--- config.mk ---
export PLATFORM = sky130hd
export DESIGN_NAME = aesFeedQueue
export DESIGN_NICKNAME = d
export VERILOG_FILES = /design/src/aesFeedQueue.sv
export SDC_FILE = /design/constraint.sdc
export NUM_CORES = 1
export LEC_CHECK = 0
export BUFFER_PORTS_ARGS = -buffer_cell sky130_fd_sc_hd__buf_2
export CAP_MARGIN = 20
export CORE_UTILIZATION = 50
export DETAILED_ROUTE_END_ITERATION = 8
export HOLD_SLACK_MARGIN = 0.12
export PLACE_DENSITY = 0.72
export SLEW_MARGIN = 20
export SYNTH_ARGS = -nofsm -noshare
export SYNTH_HDL_FRONTEND = slang
export SYNTH_SLANG_ARGS = --single-unit
--- constraint.sdc ---
create_clock -name Clock -period 3.4 [get_ports Clock]
set_input_delay 0.34 -clock Clock [delete_from_list [all_inputs] [get_ports Clock]]
set_output_delay 0.34 -clock Clock [all_outputs]
set_load 0.005 [all_outputs]
--- src/aesFeedQueue.sv ---
// two entry FIFO between the path buffer and AES
// head word is shown combinationally while valid is high
// a push into a full queue is dropped unless a take frees a slot in the same cycle
`timescale 1ns/1ps
`default_nettype none

module aesFeedQueue #(
	parameter int dataWidth = 64
) (
	input  logic                 Clock,
	input  logic                 rstN,
	input  logic                 push,
	input  logic [dataWidth-1:0] pushData,
	input  logic                 take,
	output logic [dataWidth-1:0] headData,
	output logic                 valid,
	output logic [1:0]           freeCount
);

	logic [dataWidth-1:0] slots [2];
	logic                 wrPtr;
	logic                 rdPtr;
	logic [1:0]           used;
	logic                 doPush;
	logic                 doTake;

	assign doTake = take && (used != 2'd0);                  // take while empty is ignored
	assign doPush = push && ((used != 2'd2) || doTake);

	// payload storage
	always_ff @(posedge Clock) begin
		if (doPush)
			slots[wrPtr] <= pushData;
	end

	// ========================================
	// pointers and fill level
	// ========================================
	always_ff @(posedge Clock) begin
		if (!rstN) begin
			wrPtr <= 1'b0;
			rdPtr <= 1'b0;
			used  <= 2'd0;
		end else begin
			wrPtr <= wrPtr ^ doPush;
			rdPtr <= rdPtr ^ doTake;
			used  <= used + 2'(doPush) - 2'(doTake);
		end
	end

	assign headData  = slots[rdPtr];
	assign valid     = (used != 2'd0);
	assign freeCount = 2'd2 - used;

endmodule

`default_nettype wire

* Word-level counts from Yosys, hierarchy flattened
Memory sizes are Yosys's and may differ from the RTL's. A register that Yosys moved wholly into a read port is not among the register bits.
Index checks and enable logic that the tools add are counted.
** Operators by class
- Add/subtract/negate cells :: 3
- Equal/unequal tests :: 1
- Muxes and demuxes :: 3
- Bitwise operators :: 2
- Reductions and logical operators :: 4
** Operators with widths (number)
- 1-bit 2-to-1 mux :: 3
- 2-bit by 1-bit adder with 2-bit output :: 1
- 1-bit logical AND :: 2
- 2-bit != test (second input constant) :: 1
- 2-bit nonzero test :: 1
- 2-bit by 1-bit subtractor with 2-bit output :: 1
- 2-bit subtractor (first input constant) :: 1
- 1-bit bitwise XOR :: 2
- 1-bit logical OR :: 1
** Word-level totals
- Bits in registers :: 4
- Bits in writable memories :: 128
- Bits of input ports :: 68
- Output and inout port bits :: 67
- Word-level logic and storage cells :: 17
- Memories kept :: 1
** Memory list
- slots :: words 2, width 64, read ports 1, clocked after memory_dff 1, wr ports 1, line 20 : logic [dataWidth-1:0] slots [2];

* Logic depth before layout (Yosys ltp)
- Depth after elaboration :: 6
- Gate-level depth with buffers :: 11

* Worst setup path after synthesis
Ideal clock, no wire load.
- Path type :: register to register
- Start :: register used[0]
- End :: memory slots[1][0], enable pin
- Setup time :: 0.429 ns
- Data arrival time :: 2.539 ns
- Slack :: 0.432 ns
- Cell stages (with the launch flop) :: 7
- Period minus slack after synthesis :: 2.968 ns
- Cell sequence :: dfxtp_1 -> inv_1 -> ha_1 -> nand2b_1 -> nand2_1 -> and2_1 -> ha_1
** On the way
- Longest elaborated chain between the ends :: 6
** RTL lines
- start: declaration :: line 23 : logic [1:0] used;
- start signal: assignment :: line 47 : used <= used + 2'(doPush) - 2'(doTake);
- 2-bit nonzero test :: line 27 : assign doTake = take && (used != 2'd0);
- 1-bit logical AND :: line 27
- 1-bit logical OR (*) :: line 28 : assign doPush = push && ((used != 2'd2) || doTake);
- 1-bit logical AND (*) :: line 28
- 1-bit 2-to-1 mux (*) :: line 32 : if (doPush)
- 1-bit 2-to-1 mux (implied by the code) (*) :: line 33 : slots[wrPtr] <= pushData;
- end: declaration :: line 20
Every way passes the cells marked *; elsewhere a longest branch is shown, timed or not.

==> flow_summary.rst <==
.. list-table::
   :header-rows: 1

   * - Metric
     - Value
   * - Result of the run
     - completed
   * - Slew at the pin closest to its max-slew limit
     - between 0.9 and 1 ns
   * - Pin count of the biggest net entering global routing
     - 65
   * - Prevailing post-synth register cell
     - sky130_fd_sc_hd__edfxtp_1
   * - Register cell area after layout
     - between 0.003 and 0.004 mm2
   * - Post-Syn Area per Cell
     - 22.6 um2
   * - Root buffer cell
     - sky130_fd_sc_hd__clkbuf_8
   * - Net total in the final layout
     - around 520
   * - Initial antenna violation count
     - 0
   * - Class of the most critical hold timing path
     - in2reg
   * - Share of layout cells above drive strength 1
     - 0.500
   * - I/O pin total
     - approximately 140
   * - Final period util
     - 0.755
   * - Number of instances in the synthesized netlist
     - 230
   * - Slew margin rel.
     - 0.394
   * - Drc violations
     - 0
   * - Remaining antenna violation count after routing
     - 0
   * - Count of warnings emitted by yosys
     - 0
   * - Via count of the first global-routing pass
     - between 2000 and 3000
   * - Multi-input gate area
     - ~0.0011 mm2
   * - Sum of negative setup slack
     - 0 ns
   * - Iteration-0 DRC Markers
     - 108
   * - Largest area contributor in the netlist
     - sky130_fd_sc_hd__edfxtp_1
   * - Area overhead of the layout relative to synthesis
     - 36.6%
   * - Routed wire length per instance
     - 14.9 um
   * - Shortest period the worst path allows
     - 2.57 ns
   * - Chip Width
     - approximately 100 um
   * - H-tree depth
     - 4
   * - Worst-case reg-to-reg path depth
     - 6
   * - Unique masters post-synth
     - 14
   * - Maximum fanout along the worst path
     - 36
   * - EDFF count, synth
     - between 100 and 150
   * - Pwr Density
     - just over 700 mW/mm2
   * - Worst path required time
     - 3.06 ns
   * - Count of final max-slew check failures
     - 0
   * - FF-to-FF setup slack
     - 1.05 ns
   * - Top cells by area in the synthesized netlist
     - sky130_fd_sc_hd__edfxtp_1 (74%), sky130_fd_sc_hd__mux2_4 (17%), sky130_fd_sc_hd__buf_12 (2.3%)
   * - Length of the first detailed-routing pass in iterations
     - 4
   * - Most numerous cell types in the synthesized netlist
     - sky130_fd_sc_hd__edfxtp_1 (128), sky130_fd_sc_hd__mux2_4 (60), sky130_fd_sc_hd__inv_1 (7)
   * - Switching power
     - ~1.3 mW
   * - Clock tree from TritonCTS
     - built
   * - Count of max-cap constraint violations
     - 0
   * - Clock Latency Late Sink
     - 0.51 ns
   * - Count of buffers inserted at the top-level ports
     - about 130
   * - CP Launch Type
     - register
   * - Syn Nets
     - 304
   * - Final core area utilization
     - 0.714
   * - Sequential group share of total power
     - 0.445
   * - Internal power of the cells
     - around 3.8 mW
   * - R2R Path End
     - slots[0][4]$_DFFE_PP_
   * - Combinational share of power
     - 0.250
   * - Aggregate routed wire length
     - around 8800 um
   * - Reg-to-reg critical path startpoint
     - used[0]$_SDFF_PN0_
   * - Placement row count
     - 36
   * - Clock-pin slew reported for the worst setup and hold paths after clock tree synthesis
     - ~0.05 ns
   * - Async set-reset flop share out of synthesis
     - 0
   * - Number of hold-slack violations in the final timing report
     - 0
   * - Switching Share
     - 0.246
   * - Full die area
     - 0.0108 mm2
   * - Flip-flop and latch count after synthesis
     - ~130
   * - Post-DR vias/cell
     - 4.71
   * - Chip Height
     - between 100 and 150 um
   * - Fraction of power consumed by the clock network
     - 0.305
   * - Gr ovfl total
     - 0
   * - Crit end category
     - primary output
   * - Ant. Diodes
     - 0
   * - Peak Freq
     - just under 400 MHz
   * - Total clock buffers created by CTS
     - 17
   * - Unrepaired setup endpoints after global routing
     - no
   * - Placer's final routability congestion estimate
     - between 0.6 and 0.7
   * - Setup-failing EPs final
     - 0
   * - Worst voltage drop across the vdd grid
     - 431 uV
   * - Crit Path Category
     - reg2out
   * - Leading cell type by number of instances after synthesis
     - sky130_fd_sc_hd__edfxtp_1
   * - Routed via count
     - 2762
   * - Max clock buf depth
     - 2
   * - Effective utilization at floorplan
     - 0.523
   * - Total global routing track utilization
     - 0.171
   * - Clock skew after layout
     - between 0.006 and 0.007 ns
   * - Global-route wire length before repair
     - 13700 um
   * - Synth Cell Area
     - 0.00521 mm2
   * - HPWL after detailed placement
     - 5000 um
   * - Worst hold path startpoint
     - take
   * - Fill count
     - between 600 and 700
   * - Post-CTS Setup Bufs
     - 0
   * - Num Clock Sinks
     - 133
   * - Share of synthesized area occupied by flip-flops and latches
     - 0.757
   * - Signal arrival time at the worst endpoint
     - approximately 2.2 ns
   * - Core ar.
     - ~0.01 mm2
   * - Share of the synthesized area in the top cell type
     - 0.738
   * - Number of cells on the worst hold path
     - 4
   * - Leakage power
     - 2.84 nW
state kept, by name, indices dropped and copies added, names as in the netlist, named ones only:
register	cells
slots	128
used	2
rdPtr	1
wrPtr	1
repair_timing:
action                                 in CTS  in global routing
hold buffers                               65                  0
resized for setup                           0                  0
endpoints found under the hold margin     133                  0
per-stage QoR:
| stage | hold slack [ns] | setup slack [ns] | total power [mW] | instances | cell area, um2 |
|---|---|---|---|---|---|
| after floorplan | 0.439 | 0.432 | 3.17 | 230 | 5210 |
| final | 0.311 | 0.833 | 5.08 | 587 | 7110 |
| after CTS | 0.291 | 0.776 | 5.14 | 587 | 7110 |
| after global placement | 0.528 | 1.14 | 3.49 | 491 | 5950 |
| after detailed placement | 0.531 | 1.03 | 3.52 | 491 | 5950 |
| after global routing | 0.340 | 0.723 | 5.32 | 587 | 7110 |
power groups by stage:
stage | Sequential, mW | Combinational [mW] | Clock (mW)
after CTS | 2.27 | 1.29 | 1.59
after global placement | 2.28 | 1.21 | 0
after floorplan | 2.19 | 0.976 | 0
after detailed placement | 2.30 | 1.22 | 0
final | 2.26 | 1.27 | 1.55
after global routing | 2.29 | 1.37 | 1.66
critical path: stages (launching register included):
cell and delay [ns]:
sky130_fd_sc_hd__dfxtp_4 0.79, sky130_fd_sc_hd__buf_4 0.45, sky130_fd_sc_hd__mux2_4 0.34, sky130_fd_sc_hd__buf_2 0.13
layout make-up:
| class | count | area share |
|---|---|---|
| inverter | 7 | 0.00369 |
| clock inverter | 12 | 0.0127 |
| clock buffer | 19 | 0.0593 |
| tap | 133 | 0.0234 |
| timing repair buffer | 201 | 0.188 |
| multi-input combinational | 82 | 0.158 |
| sequential | 133 | 0.555 |
metal layers:
layer / part of all wire / GRT usage
met4: 0.012 / 0.0735
met3: 0.054 / 0.0595
met5: 0 / 0
met2: 0.52 / 0.290
met1: 0.41 / 0.198
cell families (layout without fill, tap and decap cells):
| family | Yosys count | in the layout | share of synthesized area |
|---|---|---|---|
| flip-flops | 133 | 133 | 0.757 |
| multiplexers | 64 | 64 | 0.182 |
| buffers and inverters | 15 | 239 | 0.0317 |
| AND/OR/NAND/NOR | 9 | 9 | 0.00985 |
| adder cells (fa/ha/maj) | 6 | 6 | 0.0144 |
| XOR/XNOR | 3 | 3 | 0.00505 |
worst max-delay path by stage:
stage / start / to / slack [ns] / cells after the start
2_1_floorplan: used[0]$_SDFF_PN0_ / slots[1][0]$_DFFE_PP_ / 0.43 / 6
3_3_place_gp: used[0]$_SDFF_PN0_ / slots[1][29]$_DFFE_PP_ / 1.14 / 6
4_1_cts: register / headData[52] / 0.78 / 3
6_report: register / headData[34] / 0.83 / 3
3_5_place_dp: used[0]$_SDFF_PN0_ / slots[1][47]$_DFFE_PP_ / 1.03 / 6
5_1_grt: register / headData[34] / 0.72 / 3
cells in the final DEF (no fill, tap or decap), drive strengths merged:
cell type,netlist,routed
ha,6,6
inv,7,7
nand2,2,2
nand2b,1,1
dfxtp,5,5
clkinv,0,8
xnor2,3,3
clkbuf,0,19
edfxtp,128,128
clkinvlp,0,3
mux2,64,64
and2,5,5
buf,8,136
nor2b,1,1
dlygate4sd3,0,65
bufinv,0,1
Power figures use the tool's default switching activity.
