<file path="config.mk">
export PLATFORM = sky130hd
export DESIGN_NAME = portArbiter_flat
export DESIGN_NICKNAME = d
export VERILOG_FILES = /design/src/pathGeomPkg.sv /design/src/bufMapPkg.sv /design/src/bufPortIf.sv /design/src/burstCounter.sv /design/src/portArbiter.sv /design/src/flat_wrapper.sv
export SDC_FILE = /design/constraint.sdc
export NUM_CORES = 1
export LEC_CHECK = 0
export ABC_AREA = 1
export BUFFER_PORTS_ARGS = -buffer_cell sky130_fd_sc_hd__buf_2
export CAP_MARGIN = 20
export CORE_AREA = 2 2 110 112
export DETAILED_ROUTE_END_ITERATION = 7
export DIE_AREA = 0 0 112 114
export GPL_TIMING_DRIVEN = 0
export PLACE_DENSITY_LB_ADDON = 0.1
export SKIP_LAST_GASP = 1
export SLEW_MARGIN = 15
export SYNTH_ARGS = -nofsm -noshare
export SYNTH_HDL_FRONTEND = slang
export SYNTH_HIERARCHICAL = 1
export SYNTH_SLANG_ARGS = --single-unit
</file>
<file path="constraint.sdc">
create_clock -name Clock -period 2.6 [get_ports Clock]
set_input_delay 0 -clock Clock [delete_from_list [all_inputs] [get_ports Clock]]
set_output_delay 0 -clock Clock [all_outputs]
set_load 0.005 [all_outputs]
</file>
<file path="src/pathGeomPkg.sv">
// path geometry of the ORAM tree, all sizes counted in DRAM bursts
// a path holds levels+1 buckets, one header burst per bucket
`default_nettype none

package pathGeomPkg;

	// buckets on one root-to-leaf path
	function automatic int bucketsOnPath(input int levels);
		return levels + 1;
	endfunction

	// bursts on one path
	function automatic int pathBursts(input int levels, input int bktBursts);
		return bktBursts * bucketsOnPath(levels);
	endfunction

	// two path regions plus one header per bucket
	function automatic int bufAddrWidth(input int levels, input int bktBursts);
		return $clog2(2 * pathBursts(levels, bktBursts) + bucketsOnPath(levels));
	endfunction

	// counter width for a wrap threshold n
	function automatic int ctrWidth(input int n);
		int w;
		w = $clog2(n);
		if (w < 1)
			w = 1;
		return w;
	endfunction

endpackage

`default_nettype wire

</file>
<file path="src/bufMapPkg.sv">
// access kinds and region offsets inside the path buffer
// payload of interest shares offset 0 with the input path region
`default_nettype none

package bufMapPkg;

	typedef enum logic [1:0] {
		idle      = 2'd0,
		readWrite = 2'd1,
		readOnly  = 2'd2
	} accessKind;

	// ========================================
	// region offsets
	// ========================================
	function automatic int inPathBase();
		return 0;
	endfunction

	function automatic int outPathBase(input int levels, input int bktBursts);
		return pathGeomPkg::pathBursts(levels, bktBursts);
	endfunction

	function automatic int bktOfIBase();
		return 0;
	endfunction

	function automatic int headerBase(input int levels, input int bktBursts);
		return 2 * pathGeomPkg::pathBursts(levels, bktBursts); // after both path regions
	endfunction

endpackage

`default_nettype wire

</file>
<file path="src/bufPortIf.sv">
// single port request into the path buffer
// enable with write stores din, enable alone reads with one cycle latency
`timescale 1ns/1ps
`default_nettype none

interface bufPortIf #(
	parameter int dataWidth = 64,
	parameter int addrWidth = 6
);

	logic                 enable;
	logic                 write;
	logic [addrWidth-1:0] address;
	logic [dataWidth-1:0] din;

	// port owner
	modport arbiter (output enable, write, address, din);

	// buffer memory side
	modport ram (input enable, write, address, din);

endinterface

`default_nettype wire

</file>
<file path="src/burstCounter.sv">
// counts enabled cycles from 0 to threshold-1 and then wraps
// done is combinational and only high in the enabled cycle that wraps
`timescale 1ns/1ps
`default_nettype none

module burstCounter #(
	parameter int threshold = 4
) (
	input  logic                                        Clock,
	input  logic                                        rstN,
	input  logic                                        enable,
	output logic [pathGeomPkg::ctrWidth(threshold)-1:0] count,
	output logic                                        done
);

	localparam int width = pathGeomPkg::ctrWidth(threshold);
	localparam logic [width-1:0] lastCount = width'(threshold - 1);

	assign done = enable && (count == lastCount);

	always_ff @(posedge Clock) begin
		if (!rstN) begin
			count <= '0;
		end else if (enable) begin
			if (done)
				count <= '0; // wrap
			else
				count <= count + 1'b1;
		end
	end

endmodule

`default_nettype wire

</file>
<file path="src/portArbiter.sv">
// picks the single user of the path buffer port each cycle
// request outputs are combinational, directions flip on counter wrap edges
// reads to AES need freeCount > readInFlight so the feed queue cannot overflow
`timescale 1ns/1ps
`default_nettype none

module portArbiter #(
	parameter int dataWidth = 64,
	parameter int levels    = 3,
	parameter int bktBursts = 4
) (
	input  logic                 Clock,
	input  logic                 rstN,
	input  bufMapPkg::accessKind kind,
	input  logic                 pathRead,
	input  logic                 decXfer,
	input  logic [dataWidth-1:0] decData,
	input  logic                 stashXfer,
	input  logic [dataWidth-1:0] stashData,
	input  logic [dataWidth-1:0] headerData,
	input  logic                 ivDone,
	input  logic                 ivDoneBkt,
	input  logic [1:0]           freeCount,
	output logic                 readInFlight,
	output logic                 pathDone,
	output logic                 headerDone,
	output logic                 bucketDone,
	bufPortIf.arbiter            port
);

	localparam int pathLen   = pathGeomPkg::pathBursts(levels, bktBursts);
	localparam int hdrLen    = pathGeomPkg::bucketsOnPath(levels);
	localparam int addrWidth = pathGeomPkg::bufAddrWidth(levels, bktBursts);

	localparam logic [addrWidth-1:0] inBase  = addrWidth'(bufMapPkg::inPathBase());
	localparam logic [addrWidth-1:0] outBase =
		addrWidth'(bufMapPkg::outPathBase(levels, bktBursts));
	localparam logic [addrWidth-1:0] bktBase = addrWidth'(bufMapPkg::bktOfIBase());
	localparam logic [addrWidth-1:0] hdrBase =
		addrWidth'(bufMapPkg::headerBase(levels, bktBursts));

	logic [pathGeomPkg::ctrWidth(pathLen)-1:0]   pathCount;
	logic [pathGeomPkg::ctrWidth(hdrLen)-1:0]    headerCount;
	logic [pathGeomPkg::ctrWidth(bktBursts)-1:0] bucketCount;

	logic isRw, isRo;
	logic pathDir;   // 1 writes the buffer, 0 reads it out
	logic headerDir; // same for the header region
	logic bucketOfI;
	logic canSend;

	assign isRw      = (kind == bufMapPkg::readWrite);
	assign isRo      = (kind == bufMapPkg::readOnly);
	assign bucketOfI = isRo && pathRead && !headerDir; // headers done, payload follows
	assign canSend   = freeCount > {1'b0, readInFlight};

	// ========================================
	// progress counters
	// ========================================
	burstCounter #(.threshold(pathLen)) i_pathCtr (
		.Clock  (Clock),
		.rstN   (rstN),
		.enable (isRw && port.enable),
		.count  (pathCount),
		.done   (pathDone)
	);

	burstCounter #(.threshold(hdrLen)) i_headerCtr (
		.Clock  (Clock),
		.rstN   (rstN),
		.enable (isRo && port.enable && !bucketOfI),
		.count  (headerCount),
		.done   (headerDone)
	);

	burstCounter #(.threshold(bktBursts)) i_bucketCtr (
		.Clock  (Clock),
		.rstN   (rstN),
		.enable (decXfer && bucketOfI),
		.count  (bucketCount),
		.done   (bucketDone)
	);

	// ========================================
	// direction and read tracking
	// ========================================
	always_ff @(posedge Clock) begin
		if (!rstN) begin
			pathDir      <= 1'b1;
			headerDir    <= 1'b1;
			readInFlight <= 1'b0;
		end else begin
			if (isRw && !pathRead && pathDone)
				pathDir <= !pathDir; // stash fill done, or readout done
			if (isRo && headerDone)
				headerDir <= !headerDir;
			readInFlight <= port.enable && !port.write; // data on RAM output next cycle
		end
	end

	// ========================================
	// port request
	// ========================================
	always_comb begin
		port.enable  = 1'b0;
		port.write   = 1'b0;
		port.address = '0;
		port.din     = '0;
		case (kind)
			bufMapPkg::readWrite: begin
				if (pathRead) begin
					port.enable  = decXfer;
					port.write   = 1'b1;
					port.address = inBase + addrWidth'(pathCount);
					port.din     = decData;
				end else begin
					// stash fill first, then readout to AES
					port.enable  = pathDir ? stashXfer : (ivDone && canSend);
					port.write   = pathDir;
					port.address = outBase + addrWidth'(pathCount);
					port.din     = stashData;
				end
			end
			bufMapPkg::readOnly: begin
				if (pathRead)
					port.enable = decXfer; // headers, then payload of interest
				else
					port.enable = !headerDir && ivDoneBkt && canSend;
				port.write = pathRead || headerDir;
				if (bucketOfI) begin
					port.address = bktBase + addrWidth'(bucketCount);
					port.din     = decData;
				end else begin
					port.address = hdrBase + addrWidth'(headerCount);
					port.din     = headerData;
				end
			end
			default: ; // idle, port unused
		endcase
	end

endmodule

`default_nettype wire

</file>
<file path="src/flat_wrapper.sv">
// flat-port wrapper written by rule: the top's interface ports become plain ports
module portArbiter_flat 
#(
	parameter int dataWidth = 64,
	parameter int levels    = 3,
	parameter int bktBursts = 4
)
  (Clock, rstN, kind, pathRead, decXfer, decData, stashXfer, stashData, headerData, ivDone, ivDoneBkt, freeCount, readInFlight, pathDone, headerDone, bucketDone, port_enable, port_write, port_address, port_din);
  bufPortIf #(.dataWidth(dataWidth)) port_i ();
  input  logic Clock;
  input  logic rstN;
  input  bufMapPkg::accessKind kind;
  input  logic pathRead;
  input  logic decXfer;
  input  logic [dataWidth-1:0] decData;
  input  logic stashXfer;
  input  logic [dataWidth-1:0] stashData;
  input  logic [dataWidth-1:0] headerData;
  input  logic ivDone;
  input  logic ivDoneBkt;
  input  logic [1:0] freeCount;
  output logic readInFlight;
  output logic pathDone;
  output logic headerDone;
  output logic bucketDone;
  output wire logic [$bits(port_i.enable)-1:0] port_enable;
  output wire logic [$bits(port_i.write)-1:0] port_write;
  output wire logic [$bits(port_i.address)-1:0] port_address;
  output wire logic [$bits(port_i.din)-1:0] port_din;
  assign port_enable = port_i.enable;
  assign port_write = port_i.write;
  assign port_address = port_i.address;
  assign port_din = port_i.din;
  portArbiter #(.dataWidth(dataWidth), .levels(levels), .bktBursts(bktBursts)) u_core (.Clock(Clock), .rstN(rstN), .kind(kind), .pathRead(pathRead), .decXfer(decXfer), .decData(decData), .stashXfer(stashXfer), .stashData(stashData), .headerData(headerData), .ivDone(ivDone), .ivDoneBkt(ivDoneBkt), .freeCount(freeCount), .readInFlight(readInFlight), .pathDone(pathDone), .headerDone(headerDone), .bucketDone(bucketDone), .port(port_i));
endmodule
</file>
* Word level (Yosys, flattened, before mapping) *
Index checks and enable logic that the tools add are counted.

cells by class
  add/sub/neg operators = 5
  magnitude comparators = 1
  eq/ne operators = 5
  multiplexer cells = 15
  reduce and logical (&&, ||, !) cells = 22

operators with widths
  operator                                                          count
  64-bit 2-to-1 mux                                                 2
  64-bit one-hot mux with 2 select lines                            1
  1-bit logical AND                                                 16
  6-bit 2-to-1 mux                                                  2
  6-bit one-hot mux with 2 select lines                             1
  5-bit by 4-bit adder with 6-bit output (first input constant)     1
  6-bit by 2-bit adder with 6-bit output (first input constant)     1
  2-bit == test (second input constant)                             3
  1-bit zero test                                                   5
  2-bit by 1-bit adder with 2-bit output (second input constant)    2
  4-bit by 1-bit adder with 4-bit output (second input constant)    1
  4-bit == test (second input constant)                             1
  1-bit 2-to-1 mux                                                  4
  2-bit 2-to-1 mux                                                  2
  4-bit 2-to-1 mux                                                  1
  1-bit one-hot mux with 2 select lines                             2
  2-bit by 1-bit == test with 1-bit output (second input constant)  1
  2-bit by 1-bit greater-than comparator with 1-bit output          1
  1-bit logical OR                                                  1

storage, ports and cells
  flip-flop bits (word level) = 11

* Depth between registers and ports, before layout *
  word-level depth = 9
  depth in mapped cells = 15
  mapped depth without buffers = 14

* Modules after synthesis *
The synthesis kept the hierarchy.

by module, submodules not included
  module                                 times used  cells each  area an instance (sq um)  sequential area each (sq um)
  portArbiter                            1           493         2275.9                    60.1
  burstCounter (u_core.i_bucketCtr ...)  2           15          103.8                     40.0
  burstCounter (u_core.i_pathCtr)        1           28          191.4                     80.1

* Least setup slack after synthesis *
OpenSTA, ideal clock, no wires.

  kind = register to register
  start = register u_core.readInFlight
  end = register u_core.pathDir
  setup time = 0.125 ns
  arrival time = 1.817 ns
  setup slack = 0.659 ns
  cell stages (with the launch flop) = 14
  cells stage by stage = dfxtp_1 ha_1 o21bai_1 nand2_1 nand2_1 nand2_1 nand3_1 nand2_1 nor2_1 nand4_1 inv_1 nand3_1 a21boi_0 o21ai_0

between the ends
  word-level cells in the longest chain between the ends = 8

RTL lines
  element                                                     RTL line            source
  start: declaration                                          portArbiter.sv:24   output logic readInFlight,
  start signal: assignment                                    portArbiter.sv:97   readInFlight <= port.enable && !port.write;
  2-bit by 1-bit greater-than comparator with 1-bit output *  portArbiter.sv:55   assign canSend = freeCount > {1'b0, readInFlight};
  1-bit logical AND                                           portArbiter.sv:118  port.enable = pathDir ? stashXfer : (ivDone && canSend);
  1-bit 2-to-1 mux                                            portArbiter.sv:118
  1-bit 2-to-1 mux                                            portArbiter.sv:111  if (pathRead) begin
  1-bit one-hot mux with 2 select lines *                     portArbiter.sv:109  case (kind)
  1-bit logical AND *                                         portArbiter.sv:63   .enable (isRw && port.enable),
  1-bit logical AND *                                         burstCounter.sv:19  assign done = enable && (count == lastCount);
  named net pathDone                                          flat_wrapper.sv:23  output logic pathDone;
  1-bit logical AND *                                         portArbiter.sv:93   if (isRw && !pathRead && pathDone)
  end signal: assignment                                      portArbiter.sv:94   pathDir <= !pathDir;
  end: declaration                                            portArbiter.sv:47   logic pathDir;

The timed path passes the listed nets; every way through them passes the cells marked *.
A chain may end at the register's enable or synchronous reset.

* Final worst setup path *
  start = register u_core.readInFlight
  end = register u_core.pathDir

between the ends
  word-level cells in the longest chain between the ends = 8

RTL lines
  element                                                     RTL line
  2-bit by 1-bit greater-than comparator with 1-bit output *  portArbiter.sv:55
  1-bit logical AND                                           portArbiter.sv:118
  1-bit 2-to-1 mux                                            portArbiter.sv:118
  1-bit 2-to-1 mux                                            portArbiter.sv:111
  1-bit one-hot mux with 2 select lines *                     portArbiter.sv:109
  1-bit logical AND *                                         portArbiter.sv:63
  1-bit logical AND *                                         burstCounter.sv:19
  1-bit logical AND *                                         portArbiter.sv:93

Every way passes the cells marked *; elsewhere a longest branch is shown, timed or not.

==> metrics.yaml <==
grt_pass1_wl_mm: 20.7
hp-class: "in2reg"
diodes: 0
gp_congestion: 0.900
stdcell_count: 980
firstDrtPassIters: 5
htreeDepth: 1
syn_to_final_growth_pct: 62.0
io_pins: 279
p_leak_uw: 0.00224
grt.overflow.total: 0
final_common_cell: "buf_2"
ant_nets: 0
root_buffer: "clkbuf_16"
numCtsBuffers: 3
p_sw_share_pct: 37.4
hold_buffers: 0
status: "finished, final reports clean"
p_clk_share_pct: 28.4
nNetsFinal: 1043
endpoint_kind: "register"
rr_startpoint: "u_core/readInFlight"
rsz0062_at_grt: "no"
die_x_um: 112
grt_max_degree: 13
power_switching_uw: 374
grt_pass1_vias: 4269
min-delay-start: "rstN"
synth.cell_area_um2: 2680
yosysSeqAreaShare_pct: 8.23
hold_viol: 0
drtIter0Drc: 327
syn_nets: 760
synth_area_per_cell_um2: 4.85
required_ps: 2720
vias: 4686
p_int_uw: 627
timing_worst_setup_path_type: "reg2reg"
cp_max_fo: 5
grt_antenna_before_repair: 0
port_buffers: 278
seq_power_share_pct: 17.3
maxSlewHeadroom_pct: 56.0
fin_setup_tns_ps: 0
tightest_slew_ps: 660
startpoint: "u_core/readInFlight"
rows: 40
fin_crit_ps: 2170
initial_core_util_pct: 22.8
cp.arrival_ps: 2290
drv_cap: 0
drc: 0
track_usage_pct: 19.4
cts_tree: "done"
finalSetupViolations: 0
core_area_um2: 11700
routed_wirelength_mm: 13.8
slew_viol_final: 0
power_frac_comb_pct: 54.3
die_h_um: 114
drive_gt1_share_pct: 37.7
power_density_nw_per_um2: 231
clk_latency_ps: 240
post-route-period-util_pct: 83.5
dp_cells: 976
peakVddDrop_mv: 0.288
mostFrequentLayoutCells: "buf_2 (294), nand2_1 (158), nor2_1 (149)"
synth_cell_types: 24
cts_buffer_depth: 2
clock_sinks: 11
vias_per_cell: 4.78
skew_ps: 3.06
hpwl_mm: 11.2
yosys_warnings: 6
avgRoutedWirePerCell_um: 14.1
synthCells: 551
ys_seq_elements: 11
fmax_mhz: 461
finalPower_uw: 1000
fillCellCount: 1363
critPathLaunchType: "register"
path_clk_slew_ps: 40
reg2reg_slack_ps: 430
die_area_um2: 12800
final cells by class:
cell class	count	area [um^2]	share of cell area [%]
clock inverters	1	5.00	0.116
well taps	147	184	4.24
multi-input cells	471	2120	49.0
inverters	26	97.6	2.25
clock buffers	3	75.1	1.73
flip-flops and latches	11	220	5.08
plain buffers	43	238	5.49
repair buffers	278	1390	32.1
cell usage after synthesis (all sizes together):
master | number | area share, %
nor2 | 151 | 21
a31oi | 63 | 15
ha | 6 | 2.8
o21ai | 75 | 14
dfxtp | 11 | 8.2
nand2 | 159 | 22
inv | 26 | 3.6
nor3 | 1 | 0.19
a21boi | 2 | 0.56
o211ai | 1 | 0.28
o21bai | 1 | 0.28
buf | 25 | 6.4
nand3 | 6 | 1.1
a21oi | 4 | 1.0
nand4 | 1 | 0.23
clkbuf | 18 | 2.5
a22oi | 1 | 0.28
final timing paths:
kind                            cells after the start                  end
worst max-delay path                               13       u_core/pathDir
worst max register to register                     13       u_core/pathDir
worst min register to register                      1       u_core/pathDir
worst min-delay path                                3  u_core/readInFlight
stage by stage:
step / instance area (um^2) / hold WS [ps] / setup slack [ps] / util (%)
finish: 4330 / 94.1 / 429 / 37.0
global route: 4330 / 114 / 110 / 37.0
CTS: 4330 / 94.3 / 285 / 37.0
detailed placement: 4250 / 325 / 298 / 36.3
global placement: 4250 / 328 / 326 / 36.3
floorplan: 2680 / 117 / 659 / -
critical path: stages, from the launching register on:
cell and delay [ps]:
dfxtp_1 310, ha_1 270, o21bai_1 190, nand2_1 80, nand2_1 70, nand2_1 50
nand3_1 70, nand2_1 120, nor2_2 230, nand4_1 190, inv_1 120, nand3_1 90
a21boi_0 160, o21ai_0 100
cell families after synthesis:
| family | Yosys count | share of synthesized area [%] |
|---|---|---|
| adders and majority gates | 6 | 2.81 |
| AOI/OAI and AO/OA | 147 | 31.2 |
| and+or+nand+nor | 318 | 45.2 |
| buffers and inverters | 69 | 12.5 |
| DFF | 11 | 8.23 |
registers in the layout, indices dropped and copies added (netlist names):
register,flops
u_core/i_bucketCtr/count,2
u_core/pathDir,1
u_core/readInFlight,1
u_core/i_pathCtr/count,4
u_core/headerDir,1
u_core/i_headerCtr/count,2
per-layer routing:
layer | global-route usage [%] | part of all wire [%] | vias to the layer above
met5 | 0 | 0 | -
met3 | 2.18 | 7.4 | 21
met4 | 4.07 | 1.6 | 0
li1 | - | - | 2378
met1 | 24.7 | 42 | 2059
met2 | 35.6 | 49 | 228
what timing repair did:
action	CTS	global route
resized for setup	0	1
setup endpoints to repair	0	1
buffers inserted	0	0
power by group through the flow:
stage          Clock, uW  Combinational [uW]  Sequential, uW
6_report             284                 544             173
5_1_grt              299                 605             173
4_1_cts              291                 545             173
3_5_place_dp           0                 543             176
3_3_place_gp           0                 538             176
2_1_floorplan          0                 241             176
Note: power is estimated with default switching activity, not from simulation.
