===== src/pathGeomPkg.sv =====
// path geometry of the ORAM tree, all sizes counted in DRAM bursts
// a path holds levels+1 buckets, one header burst per bucket
`default_nettype none

package pathGeomPkg;

	// buckets on one root-to-leaf path
	function automatic int bucketsOnPath(input int levels);
		return levels + 1;
	endfunction

	// bursts on one path
	function automatic int pathBursts(input int levels, input int bktBursts);
		return bktBursts * bucketsOnPath(levels);
	endfunction

	// two path regions plus one header per bucket
	function automatic int bufAddrWidth(input int levels, input int bktBursts);
		return $clog2(2 * pathBursts(levels, bktBursts) + bucketsOnPath(levels));
	endfunction

	// counter width for a wrap threshold n
	function automatic int ctrWidth(input int n);
		int w;
		w = $clog2(n);
		if (w < 1)
			w = 1;
		return w;
	endfunction

endpackage

`default_nettype wire


===== src/bufMapPkg.sv =====
// access kinds and region offsets inside the path buffer
// payload of interest shares offset 0 with the input path region
`default_nettype none

package bufMapPkg;

	typedef enum logic [1:0] {
		idle      = 2'd0,
		readWrite = 2'd1,
		readOnly  = 2'd2
	} accessKind;

	// ========================================
	// region offsets
	// ========================================
	function automatic int inPathBase();
		return 0;
	endfunction

	function automatic int outPathBase(input int levels, input int bktBursts);
		return pathGeomPkg::pathBursts(levels, bktBursts);
	endfunction

	function automatic int bktOfIBase();
		return 0;
	endfunction

	function automatic int headerBase(input int levels, input int bktBursts);
		return 2 * pathGeomPkg::pathBursts(levels, bktBursts); // after both path regions
	endfunction

endpackage

`default_nettype wire


===== src/accessModeRegs.sv =====
// access kind and phase, loaded by one-cycle command strobes
// read/write writeback ends on its second path wrap, the first only fills the output region
// start strobes are assumed mutually exclusive
`timescale 1ns/1ps
`default_nettype none

module accessModeRegs (
	input  logic                  Clock,
	input  logic                  rstN,
	input  logic                  startRw,
	input  logic                  startRo,
	input  logic                  startWriteback,
	input  logic                  pathDone,
	input  logic                  headerDone,
	output bufMapPkg::accessKind  kind,
	output logic                  pathRead
);

	logic outFilled; // stash has filled the output region

	always_ff @(posedge Clock) begin
		if (!rstN) begin
			kind      <= bufMapPkg::idle;
			pathRead  <= 1'b0;
			outFilled <= 1'b0;
		end else if (startRw) begin
			kind      <= bufMapPkg::readWrite;
			pathRead  <= 1'b1;
			outFilled <= 1'b0;
		end else if (startRo) begin
			kind      <= bufMapPkg::readOnly;
			pathRead  <= 1'b1;
			outFilled <= 1'b0;
		end else if (startWriteback) begin
			pathRead <= 1'b0;
		end else if (!pathRead) begin
			// writeback completion
			if (kind == bufMapPkg::readWrite && pathDone) begin
				if (outFilled) begin
					kind      <= bufMapPkg::idle; // output region sent to AES
					outFilled <= 1'b0;
				end else begin
					outFilled <= 1'b1;
				end
			end
			if (kind == bufMapPkg::readOnly && headerDone)
				kind <= bufMapPkg::idle; // all headers sent
		end
	end

endmodule

`default_nettype wire


===== config.mk =====
export PLATFORM = sky130hd
export DESIGN_NAME = accessModeRegs
export DESIGN_NICKNAME = d
export VERILOG_FILES = /design/src/pathGeomPkg.sv /design/src/bufMapPkg.sv /design/src/accessModeRegs.sv
export SDC_FILE = /design/constraint.sdc
export NUM_CORES = 1
export LEC_CHECK = 0
export ABC_AREA = 1
export BUFFER_PORTS_ARGS = -buffer_cell sky130_fd_sc_hd__buf_2
export CAP_MARGIN = 10
export CORE_AREA = 2 2 39 41
export CTS_CLUSTER_SIZE = 30
export DETAILED_ROUTE_END_ITERATION = 8
export DIE_AREA = 0 0 41 43
export GPL_TIMING_DRIVEN = 0
export PLACE_DENSITY = 0.38
export SYNTH_ARGS = -nofsm -noshare
export SYNTH_HDL_FRONTEND = slang
export SYNTH_SLANG_ARGS = --single-unit

===== constraint.sdc =====
create_clock -name Clock -period 1.96 [get_ports Clock]
set_input_delay 0.49 -clock Clock [delete_from_list [all_inputs] [get_ports Clock]]
set_output_delay 0.49 -clock Clock [all_outputs]
set_load 0.01 [all_outputs]

* Word-level counts from Yosys, hierarchy flattened
Index checks and enable logic that the tools add are counted.
W data, S select, Z words.
** Storage, ports and cells
- Register bits :: 4
- Latch bits :: 0
- Bits in writable memories :: 0
- ROM bits :: 0
- Bits of input ports :: 7
- Output and inout port bits :: 3
- Word-level logic and storage cells :: 36
- Memories kept :: 0
** Operators by class
- Add/subtract/negate cells :: 0
- Multipliers :: 0
- Div/mod/pow operators :: 0
- $lt $le $gt $ge :: 0
- Equal/unequal tests :: 6
- Shift-type cells :: 0
- Muxes and demuxes :: 11
- Bitwise operators :: 3
- Reductions and logical operators :: 12
** Operators with widths (count)
- $mux W2 :: 6
- $reduce_bool A3 Y1 :: 3
- $reduce_and A4 Y1 :: 2
- $reduce_bool A4 Y1 :: 2
- $ne A3 B3 Y1 const B :: 2
- $mux W1 :: 5
- $ne A2 B2 Y1 const B :: 2
- $not A1 Y1 :: 3
- $reduce_and A3 Y1 :: 1
- $reduce_or A3 Y1 :: 1
- $eq A2 B1 Y1 const B :: 1
- $eq A2 B2 Y1 const B :: 1
- $logic_and A1 B1 Y1 :: 2
- $reduce_or A2 Y1 :: 1

* Logic depth before layout (Yosys ltp)
Gate-level depths: netlist of run 1.
- Word-level depth :: 8
- Mapped depth :: 5
- Mapped depth without buffers :: 5

* Worst setup path before layout of run 1
No wires, ideal clock.
- Path type :: input to register
- Start :: in startWriteback
- End :: reg kind[0]
- Setup time :: 0.117 ns
- Arrival :: 0.785 ns
- Data required time :: 1.843 ns
- Slack :: 1.058 ns
- Stages on the path :: 4
- Cell sequence :: nor2_2 nand3_1 nand2_1 a21oi_1
** On the way
- Word-level cells in the longest chain between the ends :: 2
** Ends and longest elaborated chain
- start: declaration :: RTL line accessModeRegs.sv:12 : input logic startWriteback,
- $ne A3 B3 Y1 (no source line)
- $reduce_and A4 Y1 (no source line)
- end signal: assignment :: RTL line accessModeRegs.sv:23 : kind <= bufMapPkg::idle;
- end signal: assignment :: RTL line accessModeRegs.sv:27 : kind <= bufMapPkg::readWrite;
- end signal: assignment :: RTL line accessModeRegs.sv:31 : kind <= bufMapPkg::readOnly;
- end: declaration :: RTL line accessModeRegs.sv:15 : output bufMapPkg::accessKind kind,
No other way between the ends.
A chain may end at the register's enable or synchronous reset.

* Worst setup path after layout of run 1
- Start :: reg kind[0]
- End :: out kind[0]
No word-level cell between the ends.

==> impl_results.md, run 1 <==
- Worst path depth: 1
- Final worst path period need: 1.241 ns
- Top post-synthesis cells by area: dfxtp_1, inv_1, nand2_1
- GR Overflow Total: 0
- CP cell instances: buf_2
- I/O Pins: 10
- Crit end category: output pin
- Horiz. Die Dim: 41 um
- # fillers: 170
- Number of global-route vias before repair: 212
- Max VDD drop: 207.8 uV
- Highest clock rate: 0.8059 GHz
- CP Max Fanout: 4
- Seq pwr share: 41.4%
- Routed wire length: 442 um
- P_sw: 49.85 uW
- CTS tree: yes
- Initial Utilization: 13.74%
- Max incr delay on CP: 0.37 ns
- Int Power: 166.1 uW
- Final GP Congestion: 0.6414
- Post-synth top area share: 42.11%
- CP Buf/Inv Count: 1
- Die area: 1763 sq um
- Core Rows: 14
- DR vias/cell: 3.621
- PortBufs: 9
- Hpwl dp: 367.6 um
- Setup TNS: 0 ns
- Antenna violations before repair: 0
- Gate power share: 11.9%
- Initial DRC count: 1
- H-tree depth: 1
- Hold path depth: 2
- Worst skew pair latency: 0.23 ns
- Nets: 51
- Drt wl/cell: 7.621 um
- Worst EP required: 1.47 ns
- Reg clk slew, reported paths: 0.04 ns
- Sw Ratio: 23.09%
- Synth unique cells: 9
- CTS buffer count: 3
- Sequential cell area: 80.08 sq um
- Clock sinks: 4
- RSZ-0062 raised after global routing: false
- Synthesized flop and latch total: 4
- Pleak: 0.1543 nW
- Seq/Total Area, Yosys: 42.11%
- Syn Area/Cell: 6.339 sq um
- Ys Warns: 0
- Synth area leader: dfxtp_1
- First-pass GRT wire length: 807 um
- Core ar.: 1384 sq um
- Worst reg-to-reg path cell count: 5
- Post-Synthesis Cell Area: 190.2 sq um
- Diodes inserted: 0
- Multi-input gate area: 80.08 sq um
- # setup viols final: 0
- Startpoint types: flop
- Final period utilization: 63.31%
- Layout area overhead: 46.05%
- Via Count: 210
- Measured slew at the worst slew-check pin: 0.1416 ns
- Rel. slew slack: 90.55%
- Mapped Nets: 37
- Hold-fix buffers, CTS: 0
- Die height: 43 um
- Worst Path Arrival: 0.75 ns
- Share of cells above drive strength 1: 30.95%
- Clk buf depth: 2
- Top delay family on crit path: flip-flops
- Syn Inst Count: 30
- Pre-CTS setup slack: 0.8393 ns
- Final hold viol count: 0
- Post_cts resized: 0
- Final worst-path setup slack: 0.7192 ns
- Power Dens Cells: 777.3 nW/um^2
- Final ANT Viol Nets: 0
- Total track usage: 8.048%
- Hold Crit Class: reg -> reg
- Clock Power Share: 46.7%
- Number of remaining DRC errors: 0
- Slew Viols, Final: 0
- Setup CP Type: reg -> out
- CTS root buf: clkbuf_4
- Max-cap violations: 0
- Drt first pass iters: 2
- Outcome: finished, final reports clean
- Critical Path Slowest Stage Cell: dfxtp_1
- Largest net degree at the start of global routing: 5
- Setup repair bufs after CTS: 0
- Clk_skew: 0.003373 ns
## Yosys cell counts
| library cell | instances |
|---|---|
| a21oi_1 | 2 |
| a31oi_1 | 1 |
| dfxtp_1 | 4 |
| inv_1 | 8 |
| nand2_1 | 5 |
| nand3_1 | 3 |
| nor2_1 | 5 |
| nor2_2 | 1 |
| o21ai_1 | 1 |
## sequential cells by signal, summed over array words and instances (netlist names)
name / cells
outFilled: 1
kind: 2
pathRead: 1
## worst paths after layout
| kind | startpoint | endpoint | slack [ns] |
|---|---|---|---|
| max | kind[0]$_SDFFE_PN0P_ | kind[0] | 0.72 |
| max reg2reg | kind[0]$_SDFFE_PN0P_ | kind[0]$_SDFFE_PN0P_ | 1.11 |
| min reg2reg | kind[1]$_SDFFE_PP0P_ | kind[1]$_SDFFE_PP0P_ | 0.49 |
| min | kind[1]$_SDFFE_PP0P_ | kind[1]$_SDFFE_PP0P_ | 0.49 |
## layout by cell type, fill, tap and decap left out
cell | synthesis | final
buf_2 | 0 | 9
inv_1 | 8 | 8
nand2_1 | 5 | 5
nor2_1 | 5 | 5
dfxtp_1 | 4 | 4
nand3_1 | 3 | 3
clkbuf_4 | 0 | 3
a21oi_1 | 2 | 2
a31oi_1 | 1 | 1
nor2_2 | 1 | 1
o21ai_1 | 1 | 1
## final cells by class
class                           instances  share of cell area (%)
Sequential cell                         4                   28.83
Inverter                                8                   10.81
Multi-Input combinational cell         18                   28.83
Timing Repair Buffer                    9                   16.22
Tap cell                               16                   7.207
Clock buffer                            3                   8.108
## stage by stage
step / power [mW] / util, % / cell area, sq um / cells / hold slack [ns]
finish: 0.2159 / 20.07 / 277.8 / 58 / 0.4940
global route: 0.2335 / 20.07 / 277.8 / 58 / 0.5301
CTS: 0.2225 / 20.07 / 277.8 / 58 / 0.5022
detailed placement: 0.1171 / 18.44 / 255.2 / 55 / 0.4978
global placement: 0.1171 / 18.44 / 255.2 / 55 / 0.4959
floorplan: 0.1033 / - / 190.2 / 30 / 0.4628
## cell families after synthesis
| kind of cell | after synthesis | share of synthesized area [%] |
|---|---|---|
| buffers and inverters | 8 | 15.79 |
| AO/OA/AOI/OAI | 4 | 11.18 |
| AND/OR/NAND/NOR | 14 | 30.92 |
| flip-flops | 4 | 42.11 |
## metal layers
| layer | vias to the layer above | track usage (%) | wire (um) |
|---|---|---|---|
| met5 | - | 0 | 0 |
| met4 | 0 | 12.00 | 29 |
| met3 | 4 | 4.712 | 31 |
| met2 | 8 | 8.438 | 201 |
| met1 | 84 | 8.414 | 178 |
| li1 | 114 | - | - |
## power groups by stage
stage	clock network, mW	registers [mW]	logic, mW
floorplan	0	0.0921	0.0113
global placement	0	0.0908	0.0263
detailed placement	0	0.0909	0.0262
CTS	0.107	0.0896	0.0263
global route	0.113	0.0901	0.0306
finish	0.101	0.0894	0.0257
## worst reg2reg max path, stage by stage (launching register included)
cell	delay (ns)
dfxtp_1	0.37
nand2_1	0.06
nor2_1	0.09
nand3_1	0.09
nand2_1	0.08
a21oi_1	0.05
Power figures use the tool's default switching activity.
==> inputs of run 2 (changes only) <==
Settings changed: PLACE_DENSITY 0.38 to 0.39.
Clock period 1.96 ns to 1.1 ns, I/O delays scaled along.
==> impl_results.md, run 2 (synthesis gave the netlist of run 1 again) <==
- Outcome: finished, final reports clean
- Hold-fix buffers, CTS: 0
- Critical Path Slowest Stage Cell: dfxtp_1
- Pre-CTS setup slack: 0.2027 ns
- Worst skew pair latency: 0.23 ns
- Most common cell after layout, fill and taps aside: buf_2
- Clk_skew: 0.0005086 ns
- DR vias/cell: 3.517
- Drt wl/cell: 8.017 um
- Post_cts resized: 0
- Nets: 51
- Routed wire length: 465 um
- Horiz. Die Dim: 41 um
- Die area: 1763 sq um
- Crit end category: output pin
- Antenna violations before repair: 0
- Pleak: 0.1543 nW
- Die height: 43 um
- Final period utilization: 93.49%
- CTS root buf: clkbuf_4
- Highest clock rate: 0.9724 GHz
- Layout area overhead: 46.05%
- Total track usage: 6.928%
- Max reg flops: 2
- Worst Path Arrival: 0.75 ns
- Number of remaining DRC errors: 0
- Setup TNS: 0 ns
- Design area: 277.8 sq um
- CTS tree: yes
- Initial DRC count: 4
- CP Max Fanout: 4
- CP Buf/Inv Count: 1
- Via Count: 204
- # setup viols final: 0
- Share of cells above drive strength 1: 30.95%
- Max VDD drop: 223.1 uV
- Reg clk slew, reported paths: 0.04 ns
- Final worst-path setup slack: 0.07165 ns
- Final core occ: 20.07%
- Post-DP Area: 255.2 sq um
- Clock sinks: 4
- Measured slew at the worst slew-check pin: 0.1451 ns
- Diodes inserted: 0
- Rel. slew slack: 90.31%
- CTS buffer count: 3
- Core ar.: 1384 sq um
- H-tree depth: 1
- Top delay family on crit path: flip-flops
- Final GP Congestion: 0.6351
- Power Dens Cells: 1391 nW/um^2
- Hpwl dp: 366 um
- Reg with most FFs: kind
- Max incr delay on CP: 0.37 ns
- First-pass GRT wire length: 745 um
- GR Overflow Total: 0
- Hold Crit Class: in -> reg
- Initial Utilization: 13.74%
- CP cell instances: buf_2
- Top Registers: kind (2), outFilled (1), pathRead (1)
- Final worst path period need: 1.028 ns
- Setup CP Type: reg -> out
- RSZ-0062 raised after global routing: false
- Core Rows: 14
- I/O Pins: 10
- Drt first pass iters: 4
- Commonest cells after routing, fill and taps aside: buf_2, inv_1, nand2_1, nor2_1, dfxtp_1
- Setup repair bufs after CTS: 0
- Dpl cells: 55
- Max-cap violations: 0
- Clk buf depth: 2
- Number of global-route vias before repair: 203
- Startpoint types: flop
- Final hold viol count: 0
- Cell Count, Final, Fillers Out: 58
- Final ANT Viol Nets: 0
- Slew Viols, Final: 0
- PortBufs: 9
- Largest net degree at the start of global routing: 5
- Worst EP required: 0.82 ns
run 2: cell counts in the layout (fill, tap and decap cells not counted):
Identical to the previous run, type by type.
run 2: final timing paths:
path	from	endpoint	slack (ns)	cells past startpoint
worst max-delay path	kind[0]$_SDFFE_PN0P_	kind[0]	0.07	1
worst min register to register	kind[1]$_SDFFE_PP0P_	kind[1]$_SDFFE_PP0P_	0.49	2
worst max register to register	kind[0]$_SDFFE_PN0P_	kind[0]$_SDFFE_PN0P_	0.23	5
worst min-delay path	rstN	pathRead$_SDFFE_PN0P_	0.30	3
run 2: layer usage:
metal	wire [um]	GRT usage, %	vias to the layer above
li1	-	-	115
met1	215	8.360	84
met2	215	7.813	5
met3	34	1.571	0
met4	0	10.00	0
met5	0	0	-
run 2: stage by stage:
step / hold WS, ns / total power [mW]
3_5_place_dp: 0.4909 / 0.2084
4_1_cts: 0.2832 / 0.3978
6_report: 0.2964 / 0.3863
2_1_floorplan: 0.4064 / 0.1841
3_3_place_gp: 0.4930 / 0.2086
5_1_grt: 0.3210 / 0.4169
run 2: where the power goes:
| part | switching, mW | leakage [nW] | internal [mW] | total, mW |
|---|---|---|---|---|
| Sequential | 0.00614 | 0.0331 | 0.153 | 0.159 |
| Combinational | 0.0253 | 0.107 | 0.0210 | 0.0463 |
| Clock | 0.0590 | 0.0138 | 0.122 | 0.181 |
run 2: tightest hold or removal path, cell delays in order:
cell and delay (ns):
buf_2 0.10, inv_1 0.06, a31oi_1 0.04
run 2: layout make-up:
class	count	area, sq um
Multi-Input combinational cell	18	80.08
Clock buffer	3	22.52
Inverter	8	30.03
Timing Repair Buffer	9	45.04
Fill cell	174	1106
Tap cell	16	20.02
Sequential cell	4	80.08
==> inputs of run 3 (changes only) <==
--- a/constraint.sdc
+++ b/constraint.sdc
@@ -3,2 +3,2 @@
 set_output_delay 0.275 -clock Clock [all_outputs]
-set_load 0.01 [all_outputs]
+set_load 0.02 [all_outputs]
==> impl_results.md, run 3 (synthesis gave the netlist of run 1 again) <==
- Top Registers: kind (2), outFilled (1), pathRead (1)
- First-pass GRT wire length: 745 um
- RSZ-0062 raised after global routing: false
- Clk_skew: 0.0006650 ns
- Pleak: 0.1547 nW
- Initial Utilization: 13.74%
- Outcome: finished, final reports clean
- Startpoint types: flop
- CTS tree: yes
- CP Buf/Inv Count: 1
- Setup CP Type: reg -> out
- Reg with most FFs: kind
- Worst EP required: 0.82 ns
- Clock sinks: 4
- Hold-fix buffers, CTS: 0
- Crit end category: output pin
- Setup repair bufs after CTS: 0
- Horiz. Die Dim: 41 um
- Number of global-route vias before repair: 203
- Reg2reg start: kind[0]$_SDFFE_PN0P_
- Dpl cells: 55
- Largest net degree at the start of global routing: 5
- H-tree depth: 1
- Diodes inserted: 0
- Tot Pwr: 391.8 uW
- Post-DP Area: 255.2 sq um
- Multi-input gate area: 80.08 sq um
- Critical Path Slowest Stage Cell: dfxtp_1
- Worst Path Arrival: 0.77 ns
- Worst skew pair latency: 0.23 ns
- P_sw: 94.61 uW
- Routed wire length: 463 um
- Max-cap violations: 0
- Hpwl dp: 366 um
- Highest clock rate: 0.9581 GHz
- Seq pwr share: 40.6%
- CTS root buf: clkbuf_4
- Pre-CTS setup slack: 0.2027 ns
- Die area: 1763 sq um
- GR Overflow Total: 0
- Max incr delay on CP: 0.37 ns
- Final GP Congestion: 0.6351
- Max VDD drop: 244.2 uV
- Hold Crit Class: in -> reg
- Commonest cells after routing, fill and taps aside: inv_1, buf_2, nand2_1, nor2_1, dfxtp_1
- CP Launch Point: kind[0]$_SDFFE_PN0P_
- Core ar.: 1384 sq um
- Worst reg-to-reg path cell count: 5
- I/O Pins: 10
- Antenna violations before repair: 0
- Measured slew at the worst slew-check pin: 0.1451 ns
- PortBufs: 9
- Drt wl/cell: 7.983 um
- Int Power: 297.2 uW
- Worst path depth: 1
- CP Max Fanout: 4
- Slew Viols, Final: 0
- Clock Power Share: 45.9%
- Nets: 51
- Initial DRC count: 4
- Final period utilization: 94.89%
- CTS buffer count: 3
- Sequential cell area: 80.08 sq um
- Via Count: 206
- Final worst-path setup slack: 0.05626 ns
- Gate power share: 13.5%
- Top delay family on crit path: flip-flops
- Final hold viol count: 0
- # setup viols final: 0
- Cell Count, Final, Fillers Out: 58
- Reg clk slew, reported paths: 0.04 ns
- Hold Crit Start: rstN
- Rel. slew slack: 90.31%
- Clk buf depth: 2
- Total track usage: 6.928%
- Design area: 280.3 sq um
- Final ANT Viol Nets: 0
- Share of cells above drive strength 1: 30.95%
- Setup TNS: 0 ns
- Hold path depth: 3
- Sw Ratio: 24.15%
- Die height: 43 um
- Layout area overhead: 47.37%
- Number of remaining DRC errors: 0
- Drt first pass iters: 4
- Core Rows: 14
- CP cell instances: buf_4
- # fillers: 173
- Max reg flops: 2
- DR vias/cell: 3.552
- Final worst path period need: 1.044 ns
- Power Dens Cells: 1398 nW/um^2
- Post_cts resized: 0
## run 3: cell types whose count changed in the layout (fill, tap and decap cells not counted)
cell | previous run | this run
buf_2 | 9 | 8
buf_4 | 0 | 1
## run 3: metal layers
metal	up-vias	GRT usage [%]	routed length, um
met5	-	0	0
met4	0	10.00	0
met3	0	1.571	34
met2	5	7.813	214
met1	85	8.360	214
li1	116	-	-
## run 3: worst paths after layout
path	end	slack, ns
setup / recovery	kind[0]	0.06
hold / removal	pathRead$_SDFFE_PN0P_	0.30
setup reg to reg	kind[0]$_SDFFE_PN0P_	0.23
hold reg to reg	kind[1]$_SDFFE_PP0P_	0.49
## run 3: per-stage QoR
| stage | hold WS, ns | util (%) |
|---|---|---|
| after CTS | 0.2832 | 20.07 |
| after floorplan | 0.4064 | - |
| after global placement | 0.4930 | 18.44 |
| after global routing | 0.3210 | 20.25 |
| final | 0.2978 | 20.25 |
| after detailed placement | 0.4909 | 18.44 |
## run 3: layout make-up
cell class	count	share of cell area, %
inverters	8	10.71
clock buffers	3	8.036
multi-input cells	18	28.57
flip-flops and latches	4	28.57
repair buffers	9	16.96
well taps	16	7.143
## run 3: power by group through the flow
| stage | Combinational [mW] | Sequential, mW | Clock, mW |
|---|---|---|---|
| 6_report | 0.0527 | 0.159 | 0.180 |
| 5_1_grt | 0.0606 | 0.160 | 0.203 |
| 4_1_cts | 0.0522 | 0.159 | 0.191 |
| 3_5_place_dp | 0.0519 | 0.162 | 0 |
| 3_3_place_gp | 0.0519 | 0.162 | 0 |
| 2_1_floorplan | 0.0200 | 0.169 | 0 |
